--- src/design/tagger_pkg.sv ---
//==========================================================
// time tagger package
// record layout and channel constants shared by the
// capture channels, the tag writer and the tag buffer
//==========================================================
package tagger_pkg;

  //========================================================
  // channels
  //========================================================
  localparam int num_channels = 4;   // detector inputs
  localparam int chan_width   = 2;   // channel field in a record

  //========================================================
  // record
  //========================================================
  localparam int tag_width    = 30;                       // free-running tag
  localparam int record_width = chan_width + tag_width;   // 32, chan on top

  typedef logic [chan_width-1:0] chan_t;   // channel number
  typedef logic [tag_width-1:0]  tag_t;    // time tag

endpackage
--- src/design/hit_capture.sv ---
//==========================================================
// hit capture channel
// synchronizes one detector input, finds its rising edge
// and holds the hit with its tag until granted
//==========================================================
`timescale 1ns/10ps

module hit_capture
(
  input  logic              clock_100,
  input  logic              hps_fpga_reset_n,
  input  logic              hit_in,           // async detector pulse
  input  logic              capture_enable,
  input  tagger_pkg::tag_t  current_tag,
  input  logic              hit_grant,        // one cycle from tag_writer
  output logic              hit_pending,
  output tagger_pkg::tag_t  hit_tag
);

  logic [1:0] sync_q;   // two-flop synchronizer
  logic       prev_q;   // last synchronized level
  logic       rise;

  assign rise = sync_q[1] & ~prev_q & capture_enable;   // qualified rising edge

  always_ff @(posedge clock_100 or negedge hps_fpga_reset_n)
  begin
    if (!hps_fpga_reset_n)
    begin
      sync_q      <= 2'b00;
      prev_q      <= 1'b0;
      hit_pending <= 1'b0;
    end
    else
    begin
      sync_q <= {sync_q[0], hit_in};
      prev_q <= sync_q[1];
      if (rise && !hit_pending)
        hit_pending <= 1'b1;   // new hit, a still pending channel drops it
      else if (hit_grant)
        hit_pending <= 1'b0;   // record went out this cycle
    end
  end

  // tag is payload, only loaded with a new hit
  always_ff @(posedge clock_100)
  begin
    if (rise && !hit_pending)
      hit_tag <= current_tag;
  end

endmodule

--- config.mk ---
export PLATFORM = sky130hd
export DESIGN_NAME = hit_capture
export DESIGN_NICKNAME = d
export VERILOG_FILES = /design/src/design/tagger_pkg.sv /design/src/design/hit_capture.sv
export SDC_FILE = /design/constraint.sdc
export NUM_CORES = 1
export LEC_CHECK = 0
export BUFFER_PORTS_ARGS = -buffer_cell sky130_fd_sc_hd__buf_2
export CAP_MARGIN = 20
export CORE_ASPECT_RATIO = 1.4
export CORE_MARGIN = 10
export CORE_UTILIZATION = 40
export DETAILED_ROUTE_END_ITERATION = 12
export PLACE_DENSITY = 0.87
export REMOVE_ABC_BUFFERS = 1
export SLEW_MARGIN = 10
export SYNTH_ARGS = -nofsm -noshare
export SYNTH_HDL_FRONTEND = slang
export SYNTH_SLANG_ARGS = --single-unit
--- constraint.sdc ---
create_clock -name clock_100 -period 2 [get_ports clock_100]
set_clock_uncertainty 0.05 [all_clocks]
set_input_delay 0.4 -clock clock_100 [delete_from_list [all_inputs] [get_ports clock_100]]
set_output_delay 0.4 -clock clock_100 [all_outputs]
set_load 0.02 [all_outputs]
==> metrics.txt <==
CTS max path bufs 2; DIE WIDTH 62.8 um; Antenna diodes 0; worst path bufs/invs 1; I/O Buffers 65; Crit. End Element primary output; Clock Latency Late Sink slightly above 0.3 ns; CP Launch Type flop; remaining global-route overflow 0; largest net degree at the start of global routing 21; Power Density between 800 and 900 nW/um2; netlist area before placement around 1000 um2; Largest delay share family, worst path flip-flops; vias per std cell 4.12; sequential-to-total area share from yosys stat 97.7%; CTS Root Cell clkbuf_4; FMAX ~0.75 GHz; Slew headroom between 80% and 90%; Clock Power Share between 20% and 30%; Via Count 601; Yosys top cell by area edfxtp_1; CP max FO 3; clk sinks 34; Yosys cell types 5; Die H 79.9 um; Lkg Pwr approximately 0.65 nW; synth top area cells edfxtp_1, dfrtp_1, and4bb_1; Syn. warnings 0; Tightest Pin Transition around 0.24 ns; Slew Viols, Final 0; Mapped Cells 37; fin crit period 1.33 ns; CTS tree yes; CP peak stage delay 0.40 ns; number of global-route vias before repair 740; Switching Power roughly 0.25 mW; Rows 21; global placement routability congestion 0.693; crit-path cells buf_2; number of synthesized register bits 34; Min-Delay Path Class input port to flop; Max Cap Viol 0; Fillers around 210; status complete, no violations; drt drc 0; RSZ-0062 raised after global routing no; initial antenna violation count 0; Logic pwr share between 7 and 8%; Setup CP Type flop to primary output; drt first pass iters 2; H-tree level count 2; Final Hold Fails 0; share of post-route cells with drive strength above 1 65.2%; switching share of power between 15 and 20%; Worst EP required approximately 1.6 ns; worst hold slack 0.140 ns; Area growth syn-to-layout 43.7%; WL final 2.27 mm; per-cell routed wire length about 16 um; total CTS buffers 5; area share of the largest cell type after synthesis 87.9%; core area about 2400 um2; Reg power frac 64.2%; CP max stage cell dfrtp_1; first-pass GRT wire length approximately 3.5 mm; Int Pwr between 1 and 1.5 mW; TNS Setup 0 ns; endpoints failing setup 0; fin crit share approximately 66%; Post-Syn Area per Cell 27.7 um2; VDD IR-drop max 529 uV; CTS clock-pin slew for the worst setup and hold paths 0.09 ns; fin util 60.9%; Starting Density 42.4%; GRT Total Usage 9.13%; CP arrival 0.88 ns; initial drt markers 8; leading cell type in the layout, fill and taps excluded buf_2; Nets approximately 150; commonest cells after routing, fill and taps aside buf_2, edfxtp_1, clkbuf_4, dfrtp_1, buf_4; post-route ant nets 0; die area roughly 5000 um2; IO Count 66
-- metrics by stage --
stage / cell area, um2 / total power, mW / std cells / worst slack (ns)
after floorplan: 1020 / 0.854 / 37 / 0.158
after global routing: 1470 / 1.32 / 146 / 0.620
after global placement: 1410 / 0.906 / 138 / 0.698
after detailed placement: 1410 / 0.910 / 138 / 0.667
final: 1470 / 1.25 / 146 / 0.673
after CTS: 1470 / 1.27 / 146 / 0.653
-- synthesized netlist by cell type --
| cell type | number |
|---|---|
| a21o_1 | 1 |
| edfxtp_1 | 30 |
| inv_1 | 1 |
| and4bb_1 | 1 |
| dfrtp_1 | 4 |
-- registers in the layout, indices dropped and copies added (netlist names) --
signal,count
hit_tag,30
sync_q,2
hit_pending,1
prev_q,1
-- timing repair --
action / CTS / global route
resized for setup: 0 / 0
buffers inserted: 0 / 0
hold buffers: 1 / 0
endpoints found under the hold margin: 4 / 0
-- routing by layer --
| layer | up-vias | wire length (um) | GRT usage, % |
|---|---|---|---|
| met4 | 0 | 19 | 3.36 |
| met5 | - | 0 | 0 |
| met2 | 41 | 1190 | 15.6 |
| li1 | 294 | - | - |
| met3 | 3 | 254 | 6.32 |
| met1 | 263 | 806 | 8.40 |
-- path summary, 6_finish.rpt --
kind / start / to / slack [ns] / depth (start not counted)
worst max-delay path: hit_pending$_DFFE_PN0P_ / hit_pending / 0.67 / 1
worst min-delay path: hit_in / sync_q[0]$_DFF_PN0_ / 0.14 / 1
worst max register to register: hit_pending$_DFFE_PN0P_ / hit_tag[0]$_DFFE_PP_ / 0.70 / 2
worst min register to register: sync_q[0]$_DFF_PN0_ / sync_q[1]$_DFF_PN0_ / 0.32 / 0
max in group asynchronous: hps_fpga_reset_n / prev_q$_DFF_PN0_ / 1.42 / 2
min in group asynchronous: hps_fpga_reset_n / hit_pending$_DFFE_PN0P_ / 0.37 / 2
-- layout make-up --
| cell class | count | area (um2) | share of cell area (%) |
|---|---|---|---|
| Timing Repair Buffer | 68 | 350 | 23.8 |
| Inverter | 1 | 3.75 | 0.255 |
| Tap cell | 34 | 42.5 | 2.89 |
| Sequential cell | 34 | 1000 | 68.0 |
| Clock buffer | 7 | 55.1 | 3.74 |
| Multi-Input combinational cell | 2 | 20.0 | 1.36 |
-- kinds of logic after synthesis --
kind of cell,after synthesis,synth area share (%)
buf+inv,1,0.366
flops,34,97.7
compound gates,1,0.733
simple gates,1,1.22
-- power groups by stage --
stage | combinational (mW) | sequential, mW | clock [mW]
6_report | 0.0899 | 0.804 | 0.359
5_1_grt | 0.0976 | 0.806 | 0.412
4_1_cts | 0.0916 | 0.804 | 0.373
3_5_place_dp | 0.0901 | 0.820 | 0
3_3_place_gp | 0.0872 | 0.819 | 0
2_1_floorplan | 0.00961 | 0.845 | 0
Power figures use the tool's default switching activity.
