`src/design/tagger_pkg.sv`:
```
//==========================================================
// time tagger package
// record layout and channel constants shared by the
// capture channels, the tag writer and the tag buffer
//==========================================================
package tagger_pkg;

  //========================================================
  // channels
  //========================================================
  localparam int num_channels = 4;   // detector inputs
  localparam int chan_width   = 2;   // channel field in a record

  //========================================================
  // record
  //========================================================
  localparam int tag_width    = 30;                       // free-running tag
  localparam int record_width = chan_width + tag_width;   // 32, chan on top

  typedef logic [chan_width-1:0] chan_t;   // channel number
  typedef logic [tag_width-1:0]  tag_t;    // time tag

endpackage
```
`src/design/tag_writer.sv`:
```
//==========================================================
// tag writer
// time tag counter, round-robin pick of one pending
// channel per cycle, buffer write pointer and half toggle
//==========================================================
`timescale 1ns/10ps

module tag_writer
#(
  parameter int buf_addr_width = 15
)
(
  input  logic                                      clock_100,
  input  logic                                      hps_fpga_reset_n,
  input  logic                                      capture_enable,
  input  logic [tagger_pkg::num_channels-1:0]       hit_pending,
  input  tagger_pkg::tag_t [tagger_pkg::num_channels-1:0] hit_tags,
  output tagger_pkg::tag_t                          current_tag,
  output logic [tagger_pkg::num_channels-1:0]       hit_grant,
  output logic                                      buf_we,
  output logic [buf_addr_width-1:0]                 buf_waddr,
  output logic [tagger_pkg::record_width-1:0]       buf_wdata,
  output logic                                      half_toggle
);

  import tagger_pkg::*;

  chan_t                     last_grant;    // rotation origin
  chan_t                     grant_chan;
  logic                      grant_valid;
  logic [buf_addr_width-1:0] wr_ptr;
  logic                      half_end;      // pointer at last slot of a half

  //========================================================
  // round-robin arbiter
  //========================================================
  always_comb
  begin
    grant_valid = 1'b0;
    grant_chan  = last_grant;
    for (int i = 1; i <= num_channels; i++)
    begin
      if (!grant_valid && hit_pending[chan_t'(last_grant + i)])   // start after last
      begin
        grant_valid = 1'b1;
        grant_chan  = chan_t'(last_grant + i);
      end
    end
  end

  assign hit_grant = grant_valid ? (num_channels'(1) << grant_chan) : '0;   // one-hot

  //========================================================
  // buffer write side
  //========================================================
  assign buf_we    = grant_valid;
  assign buf_waddr = wr_ptr;
  assign buf_wdata = {grant_chan, hit_tags[grant_chan]};   // chan on top, tag below
  assign half_end  = &wr_ptr[buf_addr_width-2:0];          // 7 or 15 for depth 16

  always_ff @(posedge clock_100 or negedge hps_fpga_reset_n)
  begin
    if (!hps_fpga_reset_n)
    begin
      current_tag <= '0;
      last_grant  <= chan_t'(num_channels - 1);   // channel 0 first
      wr_ptr      <= '0;
      half_toggle <= 1'b0;
    end
    else
    begin
      if (capture_enable)
        current_tag <= current_tag + 1'b1;   // runs only while capturing
      if (grant_valid)
      begin
        last_grant <= grant_chan;
        wr_ptr     <= wr_ptr + 1'b1;         // wraps over the whole buffer
        if (half_end)
          half_toggle <= ~half_toggle;       // one half is full
      end
    end
  end

endmodule

```
`config.mk`:
```
export PLATFORM = sky130hd
export DESIGN_NAME = tag_writer
export DESIGN_NICKNAME = d
export VERILOG_FILES = /design/src/design/tagger_pkg.sv /design/src/design/tag_writer.sv
export SDC_FILE = /design/constraint.sdc
export NUM_CORES = 1
export LEC_CHECK = 0
export ABC_AREA = 1
export BUFFER_PORTS_ARGS = -buffer_cell sky130_fd_sc_hd__buf_2
export CAP_MARGIN = 5
export CORE_MARGIN = 1
export CORE_UTILIZATION = 45
export CTS_CLUSTER_DIAMETER = 50
export DETAILED_ROUTE_END_ITERATION = 10
export PLACE_DENSITY = 0.79
export SYNTH_ARGS = -nofsm -noshare
export SYNTH_HDL_FRONTEND = slang
export SYNTH_SLANG_ARGS = --single-unit
export TNS_END_PERCENT = 20
```
`constraint.sdc`:
```
create_clock -name clock_100 -period 4.5 [get_ports clock_100]
set_input_delay 0.9 -clock clock_100 [delete_from_list [all_inputs] [get_ports clock_100]]
set_output_delay 0.9 -clock clock_100 [all_outputs]
set_load 0.005 [all_outputs]
```
==> results.sh <==
export IMPL_outcome="complete, no violations"
export IMPL_dr_pass1_iters=5
export IMPL_synthToLayoutAreaGrowth_pct=27.3
export IMPL_drc=0
export IMPL_drv_cap=0
export IMPL_leakage_nw=3.18
export IMPL_synth_compound_gate_area_share_pct=1.57
export IMPL_cts_sinks=48
export IMPL_antenna_found_initial=1
export IMPL_fin_ws_ps=476
export IMPL_cts_root_buf="clkbuf_8"
export IMPL_initial_core_util_pct=46.5
export IMPL_crit_arrival_ps=3120
export IMPL_yosysTopAreaCellShare_pct=28.2
export IMPL_die_h_um=97.2
export IMPL_io_buffers=209
export IMPL_final_min_clock_period_ps=4020
export IMPL_grt_util_met2_pct=48.2
export IMPL_grt_use_met1_pct=35.5
export IMPL_cts_buffers=5
export IMPL_synth_edff_count=0
export IMPL_rsz0062_at_grt="false"
export IMPL_grt_total_usage_pct=27.7
export IMPL_slowest_stage="dfstp_2"
export IMPL_irDropWorstVdd_v=0.000493
export IMPL_synth_xor_area_share_pct=9.02
export IMPL_drv_slew=0
export IMPL_end_kind="primary output"
export IMPL_nets=960
export IMPL_drtIter0Drc=289
export IMPL_hold_viol=0
export IMPL_post_cts_buffers=0
export IMPL_place_congestion=0.992
export IMPL_rows=34
export IMPL_crit_path_max_fanout=62
export IMPL_worstMarginPinSlew_ps=1030
export IMPL_worstSkewPairLatency_ps=300
export IMPL_clockBufferDepth=2
export IMPL_first_global_vias=4618
export IMPL_hold_slack_ps=479
export IMPL_via_count=4795
export IMPL_antenna_cells=0
export IMPL_min_period_over_period_pct=89.4
export IMPL_grt_overflow=0
export IMPL_use_met3_pct=5.04
export IMPL_async_flop_share_pct=100
export IMPL_place_ws_ps=618
export IMPL_setup_tns_ps=0
export IMPL_path_cells="inv_2, nand2_1, nand2_1, nand2_2, nand2_2, inv_2, nand2_1, nand2_4, nand2_4, nand2_1, nand2_1, nand2_1, nand2_1, buf_2"
export IMPL_synthCells=642
export IMPL_synth_simple_gate_area_share_pct=45.8
export IMPL_startpoint_type="flip-flop"
export IMPL_muxShareOfSynthArea_pct=0.276
export IMPL_routed_wl_um=13100
export IMPL_crit_type="reg -> out"
export IMPL_syn_avg_cell_area_um2=6.35
export IMPL_yosysTopAreaCell="dfrtp_1"
export IMPL_crit_top_cell="nand2_1"
export IMPL_cp_top_family="simple AND/OR/NAND/NOR gates"
export IMPL_cellPowerDensity_mw_per_mm2=791
export IMPL_fmax_mhz=248
export IMPL_synthTopCellsByCount="nand2_1, nand3_1, inv_1, dfrtp_1, xor2_1"
export IMPL_yosys_warnings=0
export IMPL_cts_clk_slew_worst_paths_ps=90
export IMPL_postLayoutCellArea_mm2=0.00519
export IMPL_ys_seq_elements=48
export IMPL_core_area_mm2=0.00876
export IMPL_die_area_mm2=0.00944
export IMPL_place_area_mm2=0.00508
export IMPL_grt_pass1_wl_um=21800
export IMPL_yosysMostFrequentCell="nand2_1"
export IMPL_crit_required_ps=3600
export IMPL_drive_gt1_share_pct=29.0
export IMPL_cts_tree="done"
export IMPL_synth_top_family_by_area="simple AND/OR/NAND/NOR gates"
export IMPL_fin_util_pct=59.2
export IMPL_htreeDepth=2
export IMPL_ys_flop_type="dfrtp_1"
export IMPL_place_hpwl_um=10000
export IMPL_cpPeakStageDelay_ps=680
export IMPL_setup_violations_final=0
export IMPL_relSlewSlack_pct=31.0
export IMPL_die_w_um=97.2
export IMPL_grt_max_degree=63
export IMPL_detail_route_antenna_nets=0
export IMPL_syn_area_mm2=0.00408
export IMPL_hp_class="reg -> reg"
export IMPL_crit_buf_inv=3
export IMPL_wl_per_cell_um=14.0
export IMPL_syn_num_nets=771
export IMPL_synth_cell_type_count=30
export IMPL_clock_skew_ps=10.2
export IMPL_post_cts_resized=0
export IMPL_cts_hold_buf=0
export IMPL_io_pins=210
export IMPL_busiest_layer="met2"
export IMPL_yosys_area_share_adder_pct=0.614
export IMPL_vias_per_cell=5.10
export IMPL_ys_seq_area_share_pct=29.5
export IMPL_synth_area_leaders="dfrtp_1, nand2_1, nand3_1"
==> layout make-up <==
cell class | instances | area (um2)
multi-input cells | 474 | 2340
repair buffers | 212 | 1070
clock buffers | 6 | 72.6
clock inverters | 2 | 35.0
well taps | 108 | 135
fillers | 831 | 3570
inverters | 90 | 340
flip-flops and latches | 48 | 1200
==> report_power, final <==
group,switching (mW),internal [mW],total (mW)
registers,0.113,0.521,0.633
logic,2.03,1.14,3.16
clock network,0.147,0.165,0.313
total,2.29,1.82,4.11
==> per-layer routing <==
layer / share of wire (%) / vias to the layer above / wire length, um
met5: 0.076 / - / 10
met4: 2.1 / 2 / 271
met3: 7.2 / 30 / 942
met2: 50 / 216 / 6540
met1: 41 / 2154 / 5370
li1: - / 2393 / -
==> cells by family (layout without fill, tap and decap cells) <==
family | Yosys count | in the layout
DFF | 48 | 48
xor gates and xnor gates | 42 | 42
muxes | 1 | 1
and+or+nand+nor | 417 | 417
adders and majority gates | 2 | 2
buffers and inverters | 120 | 310
AOI/OAI and AO/OA | 12 | 12
==> cells in the final DEF (no fill, tap or decap), types with 2 or more instances in the layout <==
cell      count
buf_2       209
nand2_1     201
nand3_1     145
inv_1        85
dfrtp_1      46
xor2_1       30
nor2_1       28
nor3_1       16
xnor2_1      12
nand4_1      11
o21ai_0       8
nand2_2       6
clkbuf_8      5
inv_2         4
nand2_4       3
buf_4         3
nand3_2       2
a21oi_1       2
ha_1          2
dfstp_2       2
==> through the flow <==
step	instances	power [mW]
after CTS	940	4.11
after floorplan	642	2.88
after global placement	932	3.73
after global routing	940	4.55
final	940	4.11
after detailed placement	932	3.79
==> path summary, 6_finish.rpt <==
path	cells past startpoint	slack (ps)	to	startpoint
hold / removal	1	480	current_tag[29]	current_tag[29]
setup / recovery	14	480	buf_wdata[22]	last_grant[0]
hold reg to reg	1	480	current_tag[29]	current_tag[29]
max in group asynchronous	1	3090	buf_waddr[1]	hps_fpga_reset_n
setup reg to reg	9	2370	last_grant[0]	last_grant[0]
min in group asynchronous	1	770	current_tag[8]	hps_fpga_reset_n
==> sequential cells by signal, indices dropped and copies added (netlist names) <==
signal,count
buf_waddr,15
current_tag,30
half_toggle,1
last_grant,2
==> worst reg2reg max path: stages (launching register included) <==
cell and delay (ps):
dfstp_2 680, inv_2 150, nand2_1 80, nand2_1 130
nand2_2 140, nand2_2 90, inv_2 90, nand2_1 80
nand2_4 490, nand2_1 110
No activity file was read; power rests on OpenSTA's default activity.
