**config.mk**
```make
export PLATFORM = sky130hd
export DESIGN_NAME = reconfig_sequencer
export DESIGN_NICKNAME = d
export VERILOG_FILES = /design/src/design/discipline_pkg.sv /design/src/design/reconfig_sequencer.sv
export SDC_FILE = /design/constraint.sdc
export NUM_CORES = 1
export LEC_CHECK = 0
export BUFFER_PORTS_ARGS = -buffer_cell sky130_fd_sc_hd__buf_2
export CORE_ASPECT_RATIO = 2
export CORE_MARGIN = 3
export CORE_UTILIZATION = 45
export CTS_BUF_LIST = sky130_fd_sc_hd__clkbuf_8
export DETAILED_ROUTE_END_ITERATION = 7
export PLACE_DENSITY = 0.7
export SKIP_CTS_REPAIR_TIMING = 1
export SLEW_MARGIN = 20
export SYNTH_ARGS = -nofsm -noshare
export SYNTH_HDL_FRONTEND = slang
export SYNTH_SLANG_ARGS = --single-unit
```
**constraint.sdc**
```tcl
create_clock -name clock_100 -period 5.4 [get_ports clock_100]
set_input_delay 0.27 -clock clock_100 [delete_from_list [all_inputs] [get_ports clock_100]]
set_output_delay 0.27 -clock clock_100 [all_outputs]
set_load 0.02 [all_outputs]
```
**src/design/discipline_pkg.sv**
```systemverilog
//==========================================================
// pps discipline package
// widths, loop gain, error limit and pll reconfig
// register map for the fractional pll K update
//==========================================================
package discipline_pkg;

  localparam int count_width = 32;   // period counter
  localparam int k_width     = 32;   // fractional K word

  localparam logic [k_width-1:0] k_reset_value = 32'd2147483606;   // nominal K

  localparam int k_gain    = 5435;   // K steps per cycle of error
  localparam int max_error = 1000;   // larger errors are skipped

  //========================================================
  // pll reconfig management bus
  //========================================================
  localparam int mgmt_addr_width = 6;
  localparam int mgmt_data_width = 32;

  localparam logic [mgmt_addr_width-1:0] reg_mode_addr  = 6'd0;   // mode register
  localparam logic [mgmt_addr_width-1:0] reg_k_addr     = 6'd7;   // fractional K
  localparam logic [mgmt_addr_width-1:0] reg_start_addr = 6'd2;   // start reconfig

endpackage

```
**src/design/reconfig_sequencer.sv**
```systemverilog
//==========================================================
// pll reconfig sequencer
// after each K update writes mode, K and start registers
// on the management bus, one strobe every other cycle
//==========================================================
`timescale 1ns/10ps

module reconfig_sequencer
(
  input  logic                                       clock_100,
  input  logic                                       hps_fpga_reset_n,
  input  logic [discipline_pkg::k_width-1:0]         k_word,
  input  logic                                       k_update,
  input  logic                                       mgmt_waitrequest,
  output logic                                       mgmt_write,
  output logic [discipline_pkg::mgmt_addr_width-1:0] mgmt_address,
  output logic [discipline_pkg::mgmt_data_width-1:0] mgmt_writedata
);

  import discipline_pkg::*;

  //========================================================
  // fsm encoding
  //========================================================
  localparam logic [2:0] st_idle       = 3'd0;
  localparam logic [2:0] st_wait       = 3'd1;   // hold off on waitrequest
  localparam logic [2:0] st_mode_wr    = 3'd2;
  localparam logic [2:0] st_mode_done  = 3'd3;
  localparam logic [2:0] st_k_wr       = 3'd4;
  localparam logic [2:0] st_k_done     = 3'd5;
  localparam logic [2:0] st_start_wr   = 3'd6;
  localparam logic [2:0] st_start_done = 3'd7;

  logic [2:0]         state;
  logic [k_width-1:0] k_hold;   // K captured at update

  always_ff @(posedge clock_100)
  begin
    if (state == st_idle && k_update)
      k_hold <= k_word;
  end

  always_ff @(posedge clock_100 or negedge hps_fpga_reset_n)
  begin
    if (!hps_fpga_reset_n)
    begin
      state          <= st_idle;
      mgmt_write     <= 1'b0;
      mgmt_address   <= '0;
      mgmt_writedata <= '0;
    end
    else
    begin
      case (state)
        st_idle:
          if (k_update)
            state <= st_wait;   // updates while busy are dropped
        st_wait:
          if (!mgmt_waitrequest)
          begin
            mgmt_address   <= reg_mode_addr;   // set up before strobe
            mgmt_writedata <= '0;
            state          <= st_mode_wr;
          end
        st_mode_wr:
        begin
          mgmt_write <= 1'b1;
          state      <= st_mode_done;
        end
        st_mode_done:
        begin
          mgmt_write     <= 1'b0;
          mgmt_address   <= reg_k_addr;
          mgmt_writedata <= mgmt_data_width'(k_hold);
          state          <= st_k_wr;
        end
        st_k_wr:
        begin
          mgmt_write <= 1'b1;
          state      <= st_k_done;
        end
        st_k_done:
        begin
          mgmt_write     <= 1'b0;
          mgmt_address   <= reg_start_addr;
          mgmt_writedata <= '0;
          state          <= st_start_wr;
        end
        st_start_wr:
        begin
          mgmt_write <= 1'b1;   // kicks off the reconfig
          state      <= st_start_done;
        end
        default:
        begin
          mgmt_write <= 1'b0;   // address and data stay put
          state      <= st_idle;
        end
      endcase
    end
  end

endmodule

```
==> results.md, run 1 <==
* Status: finished, final reports clean
* Total power at 1.97 mW
* Worst Path Max Fanout at 17
* Cts bufs inserted at 9
* CP top delay family: simple AND/OR/NAND/NOR gates
* Critical path class: reg -> reg
* Initial antenna violation count at 0
* Clock tree buffer depth at 2
* Root Driver: clkbuf_8
* Via count at 1735
* Final min period at 2050 ps
* Int Pwr at 1.18 mW
* Combinational share of power at 37.2%
* DRC Markers at 0
* CP max-delay cell: and3_1
* Crit path from: state[1]
* Critical Path End Type: flop
* Seq pwr share at 44.3%
* Setup-failing EPs final at 0
* Site row count at 39
* Setup repair after global routing missed its margin: no
* Drt wl/cell at 17.4 um
* CTS tree: built
* Cell Area, Placed at 0.00307 sq mm
* Sink Count at 70
* Avg Cell Area, Syn at 15.6 sq um
* GPL Wtd Cong at 0.723
* Syn Inst Count at 177
* Fin worst setup slack at 3350 ps
* Share of layout cells above drive strength 1 at 39.4%
* Vias in the first global route at 1753
* Via density at 5.56
* Place WS at 3330 ps
* Crit-path cells: nor2_1, and3_1, buf_4
* Routed WL at 5.42 mm
* Number of synthesized register bits at 70
* F_max at 489 MHz
* Die height at 117 um
* Clock power frac at 18.6%
* Clock Skews at 9.98 ps
* Final Core Density at 55.4%
* Global Route Usage Sum at 16.9%
* Grt ovf at 0
* Crit path DAT at 2070 ps
* Die area at 0.00718 sq mm
* Final net count at 282
* Static Leak at 1.38 nW
* I/O Pins at 75
* Mapped Area at 0.00277 sq mm
* Final period utilization at 37.9%
* Core area at 0.00586 sq mm
* Antenna diodes at 0
* Starting Density at 47.3%
* Pin count of the biggest net entering global routing at 39
* Hold Crit Class: in -> async
* CP max stage delay at 680 ps
* Worst reg-to-reg path cell count at 3
* Clock Latency Late Sink at 340 ps
* Final Max Slew Viols at 0
* Count of buffers from port buffering at 71
* Slew Limit Headroom at 42.4%
* # fillers at 515
* Most frequent cells in the layout: 71 x buf_2, 38 x dfrtp_1, 32 x o2bb2ai_1, 32 x edfxtp_1, 25 x a22oi_1
* Worst slew pin tran at 863 ps
* Register area share after synthesis at 69.1%
* Iter 0 DRT Violations at 82
* Final instance area at 0.00325 sq mm
* Power per cell area at 606 mW/mm^2
* Commonest non-fill, non-tap cell in the layout: buf_2
* Distinct cells, synth at 25
* Max_cap viols at 0
* Antenna Violating Nets Remaining at 0
* Fin. Hold Viols at 0
* Hpwl dp at 3.70 mm
* Die Width at 61.5 um
* Iteration count of the initial detailed-routing pass at 4
* Crit start category: flop
* H-tree Lvls at 3
* P_sw at 784 uW
* Crit. path cell count at 3
* Sw Share at 39.8%
* Required @ worst endpoint at 5430 ps
* Worst Path Buf+Inv at 1
* P&R area growth vs syn at 17.3%
* Peak supply drop at 0.000310 V
* Global-route wire length before repair at 8.74 mm
* Synth warnings at 0
* TNS Setup at 0 ps
* Reg-to-reg startpoint: state[1]
* Clock transition at the registers of the reported paths at 70 ps
==> cell usage after synthesis <==
cell type  instances  area, sq um
and2_1             1         6.26
o21ai_0            3         15.0
xor2_1             1         8.76
buf_6              3         33.8
o21ai_1            1         5.00
nor2_1             1         3.75
a22oi_2            8          100
a22oi_1           25          188
buf_4              4         30.0
or2b_1             1         7.51
a21oi_1            2         10.0
o2bb2ai_1         32          280
buf_12             2         40.0
clkbuf_4           1         7.51
clkbuf_1           3         11.3
inv_1              2         7.51
conb_1             1         3.75
nor4_1             1         6.26
nand2_1            6         22.5
and3_1             1         6.26
buf_8              2         30.0
nor2b_1            2         12.5
dfrtp_1           38          951
edfxtp_1          32          961
buf_2              4         20.0
==> flip-flops by register name, summed over array words and instances, names as in the netlist <==
signal,flops
k_hold,32
mgmt_writedata,32
state,3
mgmt_address,2
mgmt_write,1
==> final timing paths <==
kind	slack [ps]	end
max	3350	k_hold[13]
max reg2reg	3350	k_hold[13]
min reg2reg	520	mgmt_writedata[4]
min in group clock_100	110	k_hold[15]
max in group asynchronous	4800	mgmt_writedata[15]
min	40	mgmt_writedata[23]
==> worst reg2reg max path: stages, from the launching register on <==
cell and delay (ps):
dfrtp_1 440, nor2_1 250, and3_1 680, buf_4 370
==> layer usage <==
layer	track usage, %	up-vias	share of wire (%)
met2	27.3	57	52
li1	-	829	-
met3	4.94	9	5.3
met1	20.4	840	40
met4	8.07	0	2.3
met5	0	-	0
==> cells by family (layout without fill, tap and decap cells) <==
family	Yosys count	after routing	synth area share (%)
buf+inv	21	93	6.51
simple gates	13	13	2.35
other cells	1	3	0.135
compound gates	71	71	21.6
flops	70	70	69.1
xor+xnor	1	1	0.317
==> final cells by class <==
cell class | instances | area [sq um] | area share (%)
sequential | 70 | 1910 | 58.9
tap | 61 | 76.3 | 2.35
clock buffer | 11 | 151 | 4.66
inverter | 2 | 7.51 | 0.231
timing repair buffer | 75 | 385 | 11.9
multi-input combinational | 88 | 688 | 21.2
clock inverter | 5 | 25.0 | 0.771
==> stage by stage <==
stage | hold slack [ps] | instances
2_1_floorplan | -25.6 | 179
3_3_place_gp | 426 | 296
3_5_place_dp | 431 | 296
4_1_cts | 50.3 | 312
5_1_grt | 80.4 | 312
6_report | 41.0 | 312
==> power by group through the flow <==
stage	Combinational, mW	Clock, mW	Sequential (mW)
2_1_floorplan	0.426	0	1.00
3_3_place_gp	0.726	0	0.879
3_5_place_dp	0.746	0	0.880
4_1_cts	0.742	0.379	0.872
5_1_grt	0.804	0.402	0.894
6_report	0.732	0.365	0.871
Note: power is estimated with default switching activity, not from simulation.
==> inputs of run 2 (changes only) <==
- clock period: 5.4 -> 2 ns (I/O delays scaled with it)
==> results.md, run 2 (same netlist as run 1, synthesis figures left out) <==
* Status: finished, final reports clean (unchanged)
* Die area at 0.00718 sq mm (unchanged)
* Via count at 1922 (was 1735)
* Pin count of the biggest net entering global routing at 39 (unchanged)
* I/O Pins at 75 (unchanged)
* Via density at 5.52 (was 5.56)
* Final net count at 318 (was 282)
* Setup-failing EPs final at 0 (unchanged)
* Grt ovf at 0 (unchanged)
* Peak supply drop at 0.000694 V (was 0.000310 V)
* DRC Markers at 0 (unchanged)
* Global-route wire length before repair at 9.28 mm (was 8.74 mm)
* Initial antenna violation count at 0 (unchanged)
* Drt wl/cell at 17.3 um (was 17.4 um)
* Sink Count at 70 (unchanged)
* Power per cell area at 1530 mW/mm^2 (was 606 mW/mm^2)
* Max_cap viols at 0 (unchanged)
* Die height at 117 um (unchanged)
* Clock transition at the registers of the reported paths at 70 ps (about the same)
* Regs by FF count: k_hold (32), mgmt_writedata (32), state (3) (unchanged)
* Hpwl dp at 3.77 mm (was 3.70 mm)
* Critical Path End Type: flop (unchanged)
* Dpl cells at 299 (was 296)
* Combinational share of power at 37.6% (was 37.2%)
* Core area at 0.00586 sq mm (unchanged)
* Site row count at 39 (unchanged)
* Most frequent cells in the layout: 71 x buf_2, 38 x dfrtp_1, 33 x dlygate4sd3_1 (was 71 x buf_2, 38 x dfrtp_1, 32 x o2bb2ai_1, 32 x edfxtp_1, 25 x a22oi_1)
* GPL Wtd Cong at 0.706 (was 0.723)
* Commonest non-fill, non-tap cell in the layout: buf_2 (unchanged)
* Setup repair after global routing missed its margin: no (unchanged)
* Hold Crit Class: in -> reg (was in -> async)
* CP max stage delay at 460 ps (was 680 ps)
* Die Width at 61.5 um (unchanged)
* CP top delay family: simple AND/OR/NAND/NOR gates (unchanged)
* Vias in the first global route at 1859 (was 1753)
* Hold slack final at 44.1 ps (was 41.0 ps)
* CTS tree: built (unchanged)
* Clock Latency Late Sink at 340 ps (about the same)
* Slew Limit Headroom at 41.1% (was 42.4%)
* Critical path class: reg -> reg (unchanged)
* Final min period at 1590 ps (was 2050 ps)
* Crit start category: flop (unchanged)
* Final period utilization at 79.4% (was 37.9%)
* Place WS at 431 ps (was 3330 ps)
* Clock tree buffer depth at 2 (unchanged)
* Fin worst setup slack at 413 ps (was 3350 ps)
* Static Leak at 1.55 nW (was 1.38 nW)
* Cts bufs inserted at 9 (unchanged)
* TNS Setup at 0 ps (unchanged)
* Antenna diodes at 0 (unchanged)
* F_max at 630 MHz (was 489 MHz)
* Final std cells w/o fill at 348 (was 312)
* P_sw at 2.17 mW (was 784 uW)
* Int Pwr at 3.36 mW (was 1.18 mW)
* Antenna Violating Nets Remaining at 0 (unchanged)
* Required @ worst endpoint at 2020 ps (was 5430 ps)
* Final Max Slew Viols at 0 (unchanged)
* P&R area growth vs syn at 30.4% (was 17.3%)
* Sw Share at 39.2% (was 39.8%)
* Seq pwr share at 42.6% (was 44.3%)
* Clock Skews at 6.86 ps (was 9.98 ps)
* Iteration count of the initial detailed-routing pass at 4 (unchanged)
* Share of layout cells above drive strength 1 at 35.2% (was 39.4%)
* Worst Path Buf+Inv at 1 (unchanged)
* Starting Density at 47.3% (unchanged)
* Worst slew pin tran at 883 ps (was 863 ps)
* Root Driver: clkbuf_8 (unchanged)
* Crit path DAT at 1600 ps (was 2070 ps)
* Routed WL at 6.02 mm (was 5.42 mm)
* Global Route Usage Sum at 17.9% (was 16.9%)
* Clock power frac at 19.8% (was 18.6%)
* CP max-delay cell: dfrtp_1 (was and3_1)
* Total power at 5.53 mW (was 1.97 mW)
* Count of buffers from port buffering at 71 (unchanged)
* Worst Path Max Fanout at 22 (was 17)
* H-tree Lvls at 3 (unchanged)
* Crit-path cells: nor2_1, and3_1, buf_4 (unchanged)
* Iter 0 DRT Violations at 55 (was 82)
* Fin. Hold Viols at 0 (unchanged)
run 2: worst paths after layout:
| check | start | slack [ps] | depth (start not counted) | endpoint |
|---|---|---|---|---|
| setup / recovery | state[2] | 410 | 3 | k_hold[6] |
| setup reg to reg | state[2] | 410 | 3 | k_hold[6] |
| max in group asynchronous | hps_fpga_reset_n | 1020 | 2 | mgmt_writedata[20] |
| hold reg to reg | mgmt_writedata[0] | 510 | 1 | mgmt_writedata[0] |
| min in group asynchronous | hps_fpga_reset_n | 410 | 2 | mgmt_writedata[23] |
| hold / removal | mgmt_waitrequest | 40 | 3 | state[0] |
run 2: final cells by class:
cell class              count  area (sq um)
clock buffers              10           138
multi-input cells          88           686
fillers                   487          2250
clock inverters             6          52.6
repair buffers            111           738
flip-flops and latches     70          1910
well taps                  61          76.3
inverters                   2          7.51
run 2: stage by stage:
| stage | utilization, % | area (sq um) |
|---|---|---|
| 2_1_floorplan | - | 2780 |
| 3_3_place_gp | 52.8 | 3090 |
| 3_5_place_dp | 52.8 | 3090 |
| 4_1_cts | 56.0 | 3280 |
| 5_1_grt | 61.6 | 3610 |
| 6_report | 61.6 | 3610 |
run 2: layer usage:
| metal | track usage (%) | part of all wire [%] | vias to the layer above |
|---|---|---|---|
| met2 | 29.5 | 55 | 63 |
| li1 | - | - | 898 |
| met1 | 21.3 | 38 | 951 |
| met5 | 0 | 0 | - |
| met4 | 6.94 | 2.1 | 0 |
| met3 | 6.04 | 4.6 | 10 |
run 2: power groups by stage:
stage          clock network [mW]  registers [mW]  logic (mW)
3_3_place_gp                    0            2.37        2.02
5_1_grt                      1.21            2.42        2.29
3_5_place_dp                    0            2.38        2.06
4_1_cts                      1.12            2.36        2.06
2_1_floorplan                   0            2.71        1.15
6_report                     1.09            2.35        2.08
run 2: worst reg2reg max path: cells and delay by family, from the launching register on:
kind	cells	cell delay, ps
buffers and inverters	1	300
AND/OR/NAND/NOR	2	500
flip-flops	1	460
