`config.mk`:
```
export PLATFORM = sky130hd
export DESIGN_NAME = pps_discipline
export DESIGN_NICKNAME = d
export VERILOG_FILES = /design/src/design/discipline_pkg.sv /design/src/design/pps_discipline.sv
export SDC_FILE = /design/constraint.sdc
export NUM_CORES = 1
export LEC_CHECK = 0
export ABC_AREA = 1
export BUFFER_PORTS_ARGS = -buffer_cell sky130_fd_sc_hd__buf_2
export CORE_MARGIN = 3
export CORE_UTILIZATION = 52
export CTS_CLUSTER_DIAMETER = 150
export DETAILED_ROUTE_END_ITERATION = 10
export GPL_TIMING_DRIVEN = 0
export PLACE_DENSITY_LB_ADDON = 0.15
export SYNTH_ARGS = -nofsm -noshare
export SYNTH_HDL_FRONTEND = slang
export SYNTH_SLANG_ARGS = --single-unit
```
`constraint.sdc`:
```
create_clock -name clock_100 -period 10.1 [get_ports clock_100]
set_clock_uncertainty 0.2 [all_clocks]
set_input_delay 1.01 -clock clock_100 [delete_from_list [all_inputs] [get_ports clock_100]]
set_output_delay 1.01 -clock clock_100 [all_outputs]
set_load 0.02 [all_outputs]
```
`src/design/discipline_pkg.sv`:
```
//==========================================================
// pps discipline package
// widths, loop gain, error limit and pll reconfig
// register map for the fractional pll K update
//==========================================================
package discipline_pkg;

  localparam int count_width = 32;   // period counter
  localparam int k_width     = 32;   // fractional K word

  localparam logic [k_width-1:0] k_reset_value = 32'd2147483606;   // nominal K

  localparam int k_gain    = 5435;   // K steps per cycle of error
  localparam int max_error = 1000;   // larger errors are skipped

  //========================================================
  // pll reconfig management bus
  //========================================================
  localparam int mgmt_addr_width = 6;
  localparam int mgmt_data_width = 32;

  localparam logic [mgmt_addr_width-1:0] reg_mode_addr  = 6'd0;   // mode register
  localparam logic [mgmt_addr_width-1:0] reg_k_addr     = 6'd7;   // fractional K
  localparam logic [mgmt_addr_width-1:0] reg_start_addr = 6'd2;   // start reconfig

endpackage

```
`src/design/pps_discipline.sv`:
```
//==========================================================
// pps discipline loop
// counts clock cycles per pps period, compares with the
// target and steers the fractional pll K word
//==========================================================
`timescale 1ns/10ps

module pps_discipline
#(
  parameter int unsigned target_count = 100000000
)
(
  input  logic                               clock_100,
  input  logic                               hps_fpga_reset_n,
  input  logic                               pps_in,
  output logic [discipline_pkg::k_width-1:0] k_word,
  output logic                               k_update
);

  import discipline_pkg::*;

  localparam logic [count_width-1:0] target = count_width'(target_count);

  logic [1:0]             sync_q;      // pps synchronizer
  logic                   prev_q;
  logic                   pps_rise;
  logic                   started;     // first edge seen
  logic [count_width-1:0] period_q;    // cycles since last edge
  logic                   is_short;    // clock slow, raise K
  logic [count_width-1:0] error;
  logic [k_width-1:0]     correction;

  assign pps_rise   = sync_q[1] & ~prev_q;
  assign is_short   = period_q < target;
  assign error      = is_short ? (target - period_q) : (period_q - target);   // abs
  assign correction = k_width'(k_gain * error);

  always_ff @(posedge clock_100 or negedge hps_fpga_reset_n)
  begin
    if (!hps_fpga_reset_n)
    begin
      sync_q   <= 2'b00;
      prev_q   <= 1'b0;
      started  <= 1'b0;
      period_q <= '0;
      k_word   <= k_reset_value;
      k_update <= 1'b0;
    end
    else
    begin
      sync_q   <= {sync_q[0], pps_in};
      prev_q   <= sync_q[1];
      k_update <= 1'b0;
      if (pps_rise)
      begin
        period_q <= count_width'(1);   // edge cycle counts as the first
        started  <= 1'b1;
        if (started)
        begin
          k_update <= 1'b1;
          if (error <= count_width'(max_error))
            k_word <= is_short ? (k_word + correction) : (k_word - correction);
        end
      end
      else
        period_q <= period_q + 1'b1;
    end
  end

endmodule

```
==> summary.txt, run 1 <==
Detailed routing
  • Detailed-router iteration count before antenna repair: 5
  • Iter 0 DRT Violations: 652
  • Ratio of routed vias to standard cells: 5.29
  • Total number of vias: 12500
  • Total DRC errors in the routed layout: 0
  • Aggregate routed wire length: 38300 µm
  • Routed wire per std cell: 16.2 µm
  • Post-DRT Antenna Nets: 0

Synth
  • Most used standard cells in the synthesized netlist: 443 x sky130_fd_sc_hd__inv_1, 363 x sky130_fd_sc_hd__nand2_1, 173 x sky130_fd_sc_hd__ha_1
  • Leading cell type by number of instances after synthesis: sky130_fd_sc_hd__inv_1
  • Sequential cell area fraction in the yosys report: 12.5%
  • Syn nets: 2272
  • Dominant synthesized flop cell: sky130_fd_sc_hd__dfrtp_1
  • Post-synthesis sequential element count: 69
  • Mapped cell area: 0.0141 mm²
  • Post-synthesis async set-or-reset flop share: 100%
  • Mean instance size in the synthesized netlist: 7.21 µm²
  • YS warnings: 0
  • Largest cells by area after synthesis: sky130_fd_sc_hd__fa_1 19%, sky130_fd_sc_hd__ha_1 15%, sky130_fd_sc_hd__inv_1 12%
  • Post-synth cell types: 59
  • Cell type with the largest total area after synthesis: sky130_fd_sc_hd__fa_1
  • Share of Yosys cell area claimed by the top area cell type: 19.0%
  • Post-Syn Instances: 1962
  • Number of enable flip-flop cells after synthesis: 0

Global routing
  • Via count of the first global-routing pass: 12700
  • Remaining global-route overflow: 0
  • Antenna violations before repair: 1
  • Overall routing resource usage: 27.2%
  • Largest net degree at the start of global routing: 63
  • Global-route wire length before repair: 63000 µm

Clock tree
  • TritonCTS clock tree: done
  • Count of H-tree levels built during CTS: 3
  • Clock tree buffer depth: 2
  • Clk pin slew, worst setup/hold paths: 0.07 ns
  • Total CTS buffers: 9
  • Clock Latency Late Sink: 0.35 ns
  • Clock Root Buffer: sky130_fd_sc_hd__clkbuf_16
  • Hold buffers post-CTS: 0
  • Clk sink count: 69

Finish
  • Area Growth Syn to Fin: 8.92%
  • Layout cells sized above 1: 10.5%
  • Net count of the finished layout: 2332
  • Register area: 0.00176 mm²
  • Number of antenna cells inserted: 0
  • Area occupied by multi-input gates: 0.0107 mm²
  • Core utilization of the finished layout: 58.3%
  • Filler Cell Count: 2585

Worst setup path
  • Library cell contributing the largest single delay on the critical path: sky130_fd_sc_hd__fa_1
  • Slack of the worst reg-to-reg path: 0.56 ns
  • Critical path fanouts, max: 10
  • Startpoint of the worst-slack reg-to-reg timing path: period_q[8]
  • Kind of end point of the critical path: register
  • CP required: 10.19 ns
  • Most frequent cell on the critical path: sky130_fd_sc_hd__inv_1
  • Delay of the slowest cell on the worst path: 0.53 ns
  • Arr. time, crit path: 9.63 ns
  • Path depth of the worst reg2reg path: 50
  • Last element of the critical path: k_word[31]
  • Startpoint types: register
  • Capture instance of the worst register-to-register path: k_word[31]
  • Kind of critical path: reg -> reg
  • Crit. Startpoint: period_q[8]

Floorplan
  • Core area: 0.0264 mm²
  • Starting Density: 53.5%
  • Placement Rows: 59
  • Number of top-level pins: 36
  • Die footprint: 0.0292 mm²
  • Die Y-Extent: 171 µm
  • Chip width: 171 µm

Placement
  • DP HPWL: 32500 µm
  • Post-placement setup slack: -0.791 ns
  • Input/output buffers: 35
  • GPL Wtd Cong: 0.944

STA
  • Fin. Hold Viols: 0
  • Max Slew Vio Count: 0
  • Slew margin rel.: 52.4%
  • Setup repair after global routing missed its margin: yes
  • Final setup violation count: 0
  • Worst-case setup margin in the final layout: 0.559 ns
  • Worst slew pin tran: 0.709 ns
  • Final critical delay including setup and external delays: 9.54 ns
  • Crit share post-route: 94.5%
  • Achievable Freq: 0.105 GHz

Status
  • Result of the run: finished, final reports clean

Min path
  • Worst min-delay path class: reg -> reg

Job
  • Reported max-cap violation count: 0
==> cells by family after synthesis <==
family,share of synthesized area (%)
simple gates,22.5
buf+inv,13.3
xor+xnor,6.88
fa+ha+maj,34.3
flops,12.5
compound gates,10.6
==> per-stage QoR <==
| stage | hold slack [ns] | TNS, ns | std cells | area (µm²) |
|---|---|---|---|---|
| floorplan | 0.131 | 0 | 1962 | 14100 |
| finish | 0.168 | 0 | 2362 | 15400 |
| detailed placement | 0.156 | -4.48 | 2333 | 14800 |
| CTS | 0.166 | 0 | 2348 | 15100 |
| global placement | 0.148 | -4.77 | 2332 | 14700 |
| global route | 0.167 | -0.0680 | 2362 | 15400 |
==> metal layers <==
layer	vias up	share of wire, %	track usage, %	routed length (µm)
li1	6250	-	-	-
met1	5903	44	34.8	16800
met2	276	50	48.9	19000
met3	64	4.1	2.68	1570
met4	2	2.6	7.66	981
met5	-	0.034	0	13
==> area by class of cell <==
type | instances | share of cell area, %
Multi-Input combinational cell | 1410 | 69.6
Inverter | 456 | 11.1
Tap cell | 335 | 2.72
Clock inverter | 5 | 0.333
Buffer | 26 | 1.22
Timing Repair Buffer | 50 | 2.01
Sequential cell | 69 | 11.4
Clock buffer | 11 | 1.51
==> layout by cell type (no fill, tap or decap), drive strengths merged, types with 2 or more instances in the layout <==
cell type  netlist  routed
a211oi           6       6
a21boi           3       3
a21o             3       3
a21oi          104     104
a31oi            9       9
buf             18      70
clkbuf           9      17
clkinv           2       5
dfrtp           41      41
dfstp           28      28
fa             134     134
ha             173     173
inv            454     454
nand2          375     375
nand3           89      89
nand3b           4       4
nand4           19      19
nor2           184     184
nor3            37      37
nor4            13      13
o2111ai          2       2
o211ai           2       2
o21a             5       5
o21ai          109     109
o21bai           6       6
o221ai           4       4
o31ai            7       7
or2              5       5
xnor2           34      34
xor2            75      75
==> registers in the layout (all words and copies together) (netlist names) <==
signal / count
k_word: 32
sync_q: 2
period_q: 32
started: 1
k_update: 1
prev_q: 1
==> critical path: cells and delay by family (launching register included) <==
kind	cells	cell delay [ns]
adder cells (fa/ha/maj)	8	3.42
AND/OR/NAND/NOR	19	2.00
AO/OA/AOI/OAI	8	1.42
buffers and inverters	12	1.26
XOR/XNOR	3	0.66
flip-flops	1	0.45
==> worst min-delay path by stage <==
stage | cells past startpoint | endpoint | start | slack, ns
after CTS | 0 | sync_q[1] | sync_q[0] | 0.17
after detailed placement | 0 | sync_q[1] | sync_q[0] | 0.16
after global routing | 0 | sync_q[1] | sync_q[0] | 0.17
after global placement | 0 | sync_q[1] | sync_q[0] | 0.15
final | 0 | sync_q[1] | sync_q[0] | 0.17
after floorplan | 0 | sync_q[1] | sync_q[0] | 0.13
==> what timing repair did <==
action / in CTS / in global routing
setup endpoints to repair: 12 / 13
gates resized for setup: 7 / 62
setup buffers: 0 / 14
pin swaps: 0 / 9
Power of run 1 is not shown: default switching activity piles up to over one toggle a cycle in this logic, so the estimate is an artifact.
==> run 2, diff against run 1 <==
ABC_AREA = 0   (was 1)
==> summary.txt, run 2 <==
Finish
  • Filler Cell Count: 2080
  • Largest registers: k_word: 32 flops, period_q: 32 flops, sync_q: 2 flops
  • Area Growth Syn to Fin: 14.5%
  • Number of antenna cells inserted: 0
  • Layout cells sized above 1: 15.6%
  • Area occupied by multi-input gates: 0.0103 mm²
  • Net count of the finished layout: 1883
  • Top library cells by usage in the layout, fill and taps aside: 269 x sky130_fd_sc_hd__inv_1, 164 x sky130_fd_sc_hd__ha_1, 133 x sky130_fd_sc_hd__fa_1, 102 x sky130_fd_sc_hd__nor2_1, 82 x sky130_fd_sc_hd__nand2_1
  • Commonest non-fill, non-tap cell in the layout: sky130_fd_sc_hd__inv_1
  • Register area: 0.00176 mm²

STA
  • Max Slew Vio Count: 0
  • Final setup violation count: 0
  • Achievable Freq: 0.102 GHz
  • Crit share post-route: 96.9%
  • Worst-case setup margin in the final layout: 0.310 ns
  • Worst slew pin tran: 1.13 ns
  • Slew margin rel.: 23.7%
  • Final critical delay including setup and external delays: 9.79 ns
  • Setup repair after global routing missed its margin: yes
  • Fin. Hold Viols: 0

Clock tree
  • Total CTS buffers: 9
  • Hold buffers post-CTS: 0
  • Count of H-tree levels built during CTS: 3
  • Clock Latency Late Sink: 0.35 ns
  • Clock Root Buffer: sky130_fd_sc_hd__clkbuf_16
  • TritonCTS clock tree: done
  • Clk pin slew, worst setup/hold paths: 0.06 ns
  • Clock tree buffer depth: 2
  • Clk sink count: 69

Synth
  • Post-synthesis sequential element count: 69
  • Number of enable flip-flop cells after synthesis: 0
  • Most used standard cells in the synthesized netlist: 272 x sky130_fd_sc_hd__inv_1, 173 x sky130_fd_sc_hd__ha_1, 134 x sky130_fd_sc_hd__fa_1
  • Cell type with the largest total area after synthesis: sky130_fd_sc_hd__fa_1
  • Dominant synthesized flop cell: sky130_fd_sc_hd__dfrtp_1
  • YS warnings: 0
  • Post-Syn Instances: 1474
  • Syn nets: 1784
  • Sequential cell area fraction in the yosys report: 13.8%
  • Leading cell type by number of instances after synthesis: sky130_fd_sc_hd__inv_1
  • Mapped cell area: 0.0128 mm²
  • Mean instance size in the synthesized netlist: 8.69 µm²
  • Post-synth cell types: 80
  • Post-synthesis async set-or-reset flop share: 100%
  • Share of Yosys cell area claimed by the top area cell type: 20.9%
  • Largest cells by area after synthesis: sky130_fd_sc_hd__fa_1 21%, sky130_fd_sc_hd__ha_1 17%, sky130_fd_sc_hd__dfrtp_1 8.0%

Min path
  • Worst min-delay path class: reg -> reg
  • Origin of the worst min-delay path: sync_q[0]

Job
  • Reported max-cap violation count: 0

Worst setup path
  • CP required: 10.17 ns
  • Startpoint of the worst-slack reg-to-reg timing path: period_q[8]
  • Kind of critical path: reg -> reg
  • Critical path fanouts, max: 6
  • Arr. time, crit path: 9.86 ns
  • Startpoint types: register
  • Kind of end point of the critical path: register
  • Path depth of the worst reg2reg path: 41
  • Last element of the critical path: k_word[31]
  • Delay of the slowest cell on the worst path: 0.55 ns
  • Capture instance of the worst register-to-register path: k_word[31]
  • Crit. Startpoint: period_q[8]
  • Slack of the worst reg-to-reg path: 0.31 ns
  • Library cell contributing the largest single delay on the critical path: sky130_fd_sc_hd__fa_2

Global routing
  • Antenna violations before repair: 0
  • Largest net degree at the start of global routing: 68
  • Global-route wire length before repair: 50100 µm
  • Via count of the first global-routing pass: 10300
  • Overall routing resource usage: 23.3%
  • Remaining global-route overflow: 0

Placement
  • DP HPWL: 24600 µm
  • GPL Wtd Cong: 0.900
  • Post-placement setup slack: -1.52 ns
  • Input/output buffers: 35

Detailed routing
  • Post-DRT Antenna Nets: 0
  • Ratio of routed vias to standard cells: 5.43
  • Detailed-router iteration count before antenna repair: 4
  • Iter 0 DRT Violations: 515
  • Total number of vias: 10300
  • Routed wire per std cell: 16.3 µm
  • Aggregate routed wire length: 30900 µm
  • Total DRC errors in the routed layout: 0

Floorplan
  • Core area: 0.0238 mm²
  • Die footprint: 0.0266 mm²
  • Starting Density: 53.8%
  • Placement Rows: 56
  • Chip width: 163 µm
  • Die Y-Extent: 163 µm
  • Number of top-level pins: 36

Status
  • Result of the run: finished, final reports clean
run 2: cell types whose count changed in the layout (fill, tap and decap cells not counted), moves of 14 or more:
cell / before / now
sky130_fd_sc_hd__nand3_1: 86 / 32
sky130_fd_sc_hd__and3_1: 0 / 14
sky130_fd_sc_hd__o21ai_0: 87 / 49
sky130_fd_sc_hd__xnor2_1: 32 / 62
sky130_fd_sc_hd__a21o_1: 3 / 30
sky130_fd_sc_hd__a21oi_1: 95 / 55
sky130_fd_sc_hd__nor2_1: 164 / 102
sky130_fd_sc_hd__nor3_1: 34 / 20
sky130_fd_sc_hd__clkbuf_1: 6 / 20
sky130_fd_sc_hd__buf_4: 19 / 56
sky130_fd_sc_hd__inv_1: 438 / 269
sky130_fd_sc_hd__nand2_1: 360 / 82
sky130_fd_sc_hd__nand2b_1: 0 / 16
run 2: worst min-delay path by stage:
stage / endpoint / slack [ns] / cells past startpoint
global placement: sync_q[1] / 0.15 / 0
finish: sync_q[1] / 0.15 / 0
global route: sync_q[1] / 0.16 / 0
floorplan: sync_q[1] / 0.13 / 0
detailed placement: sync_q[1] / 0.14 / 0
CTS: sync_q[1] / 0.16 / 0
run 2: cell families (layout without fill, tap and decap cells):
kind of cell	after synthesis	in the layout	synth area share, %
adders and majority gates	307	307	37.8
xor gates and xnor gates	152	152	10.8
DFF	69	69	13.8
and+or+nand+nor	342	342	13.0
buffers and inverters	313	417	9.41
muxes	11	11	0.947
AOI/OAI and AO/OA	280	280	14.2
run 2: what timing repair did:
action                     4_1_cts  5_1_grt
setup buffers                   15       38
pin swaps                       10       36
setup endpoints to repair       14        9
resized for setup               48       73
hold endpoints to repair         0        0
run 2: layout make-up:
| type | count | area share (%) |
|---|---|---|
| timing repair buffer | 89 | 4.14 |
| sequential | 69 | 12.0 |
| clock buffer | 10 | 1.63 |
| buffer | 39 | 1.50 |
| multi-input combinational | 1092 | 70.5 |
| inverter | 273 | 7.02 |
| clock inverter | 6 | 0.427 |
| tap | 319 | 2.72 |
run 2: critical path: cells and delay by family, from the launching register on:
kind,cells,cell delay (ns)
XOR/XNOR,3,0.57
multiplexers,1,0.21
AND/OR/NAND/NOR,7,1.74
AO/OA/AOI/OAI,14,2.68
buffers and inverters,8,0.84
flip-flops,1,0.43
adder cells (fa/ha/maj),8,3.03
run 2: metal layers:
| metal | up-vias | wire, µm | GRT usage, % |
|---|---|---|---|
| met5 | - | 0 | 0 |
| met4 | 0 | 864 | 6.27 |
| met2 | 222 | 14900 | 40.8 |
| li1 | 5085 | - | - |
| met1 | 4931 | 14200 | 30.9 |
| met3 | 71 | 955 | 2.39 |
run 2: through the flow:
step / util (%) / std cells / TNS [ns] / hold slack [ns] / cell area (µm²)
3_5_place_dp: 56.3 / 1829 / -9.52 / 0.143 / 13400
5_1_grt: 61.6 / 1897 / -0.237 / 0.163 / 14700
3_3_place_gp: 56.2 / 1828 / -8.54 / 0.149 / 13400
6_report: 61.6 / 1897 / 0 / 0.154 / 14700
2_1_floorplan: - / 1474 / 0 / 0.131 / 12800
4_1_cts: 59.0 / 1859 / 0 / 0.158 / 14000
Power of run 2 is left out for the same reason.
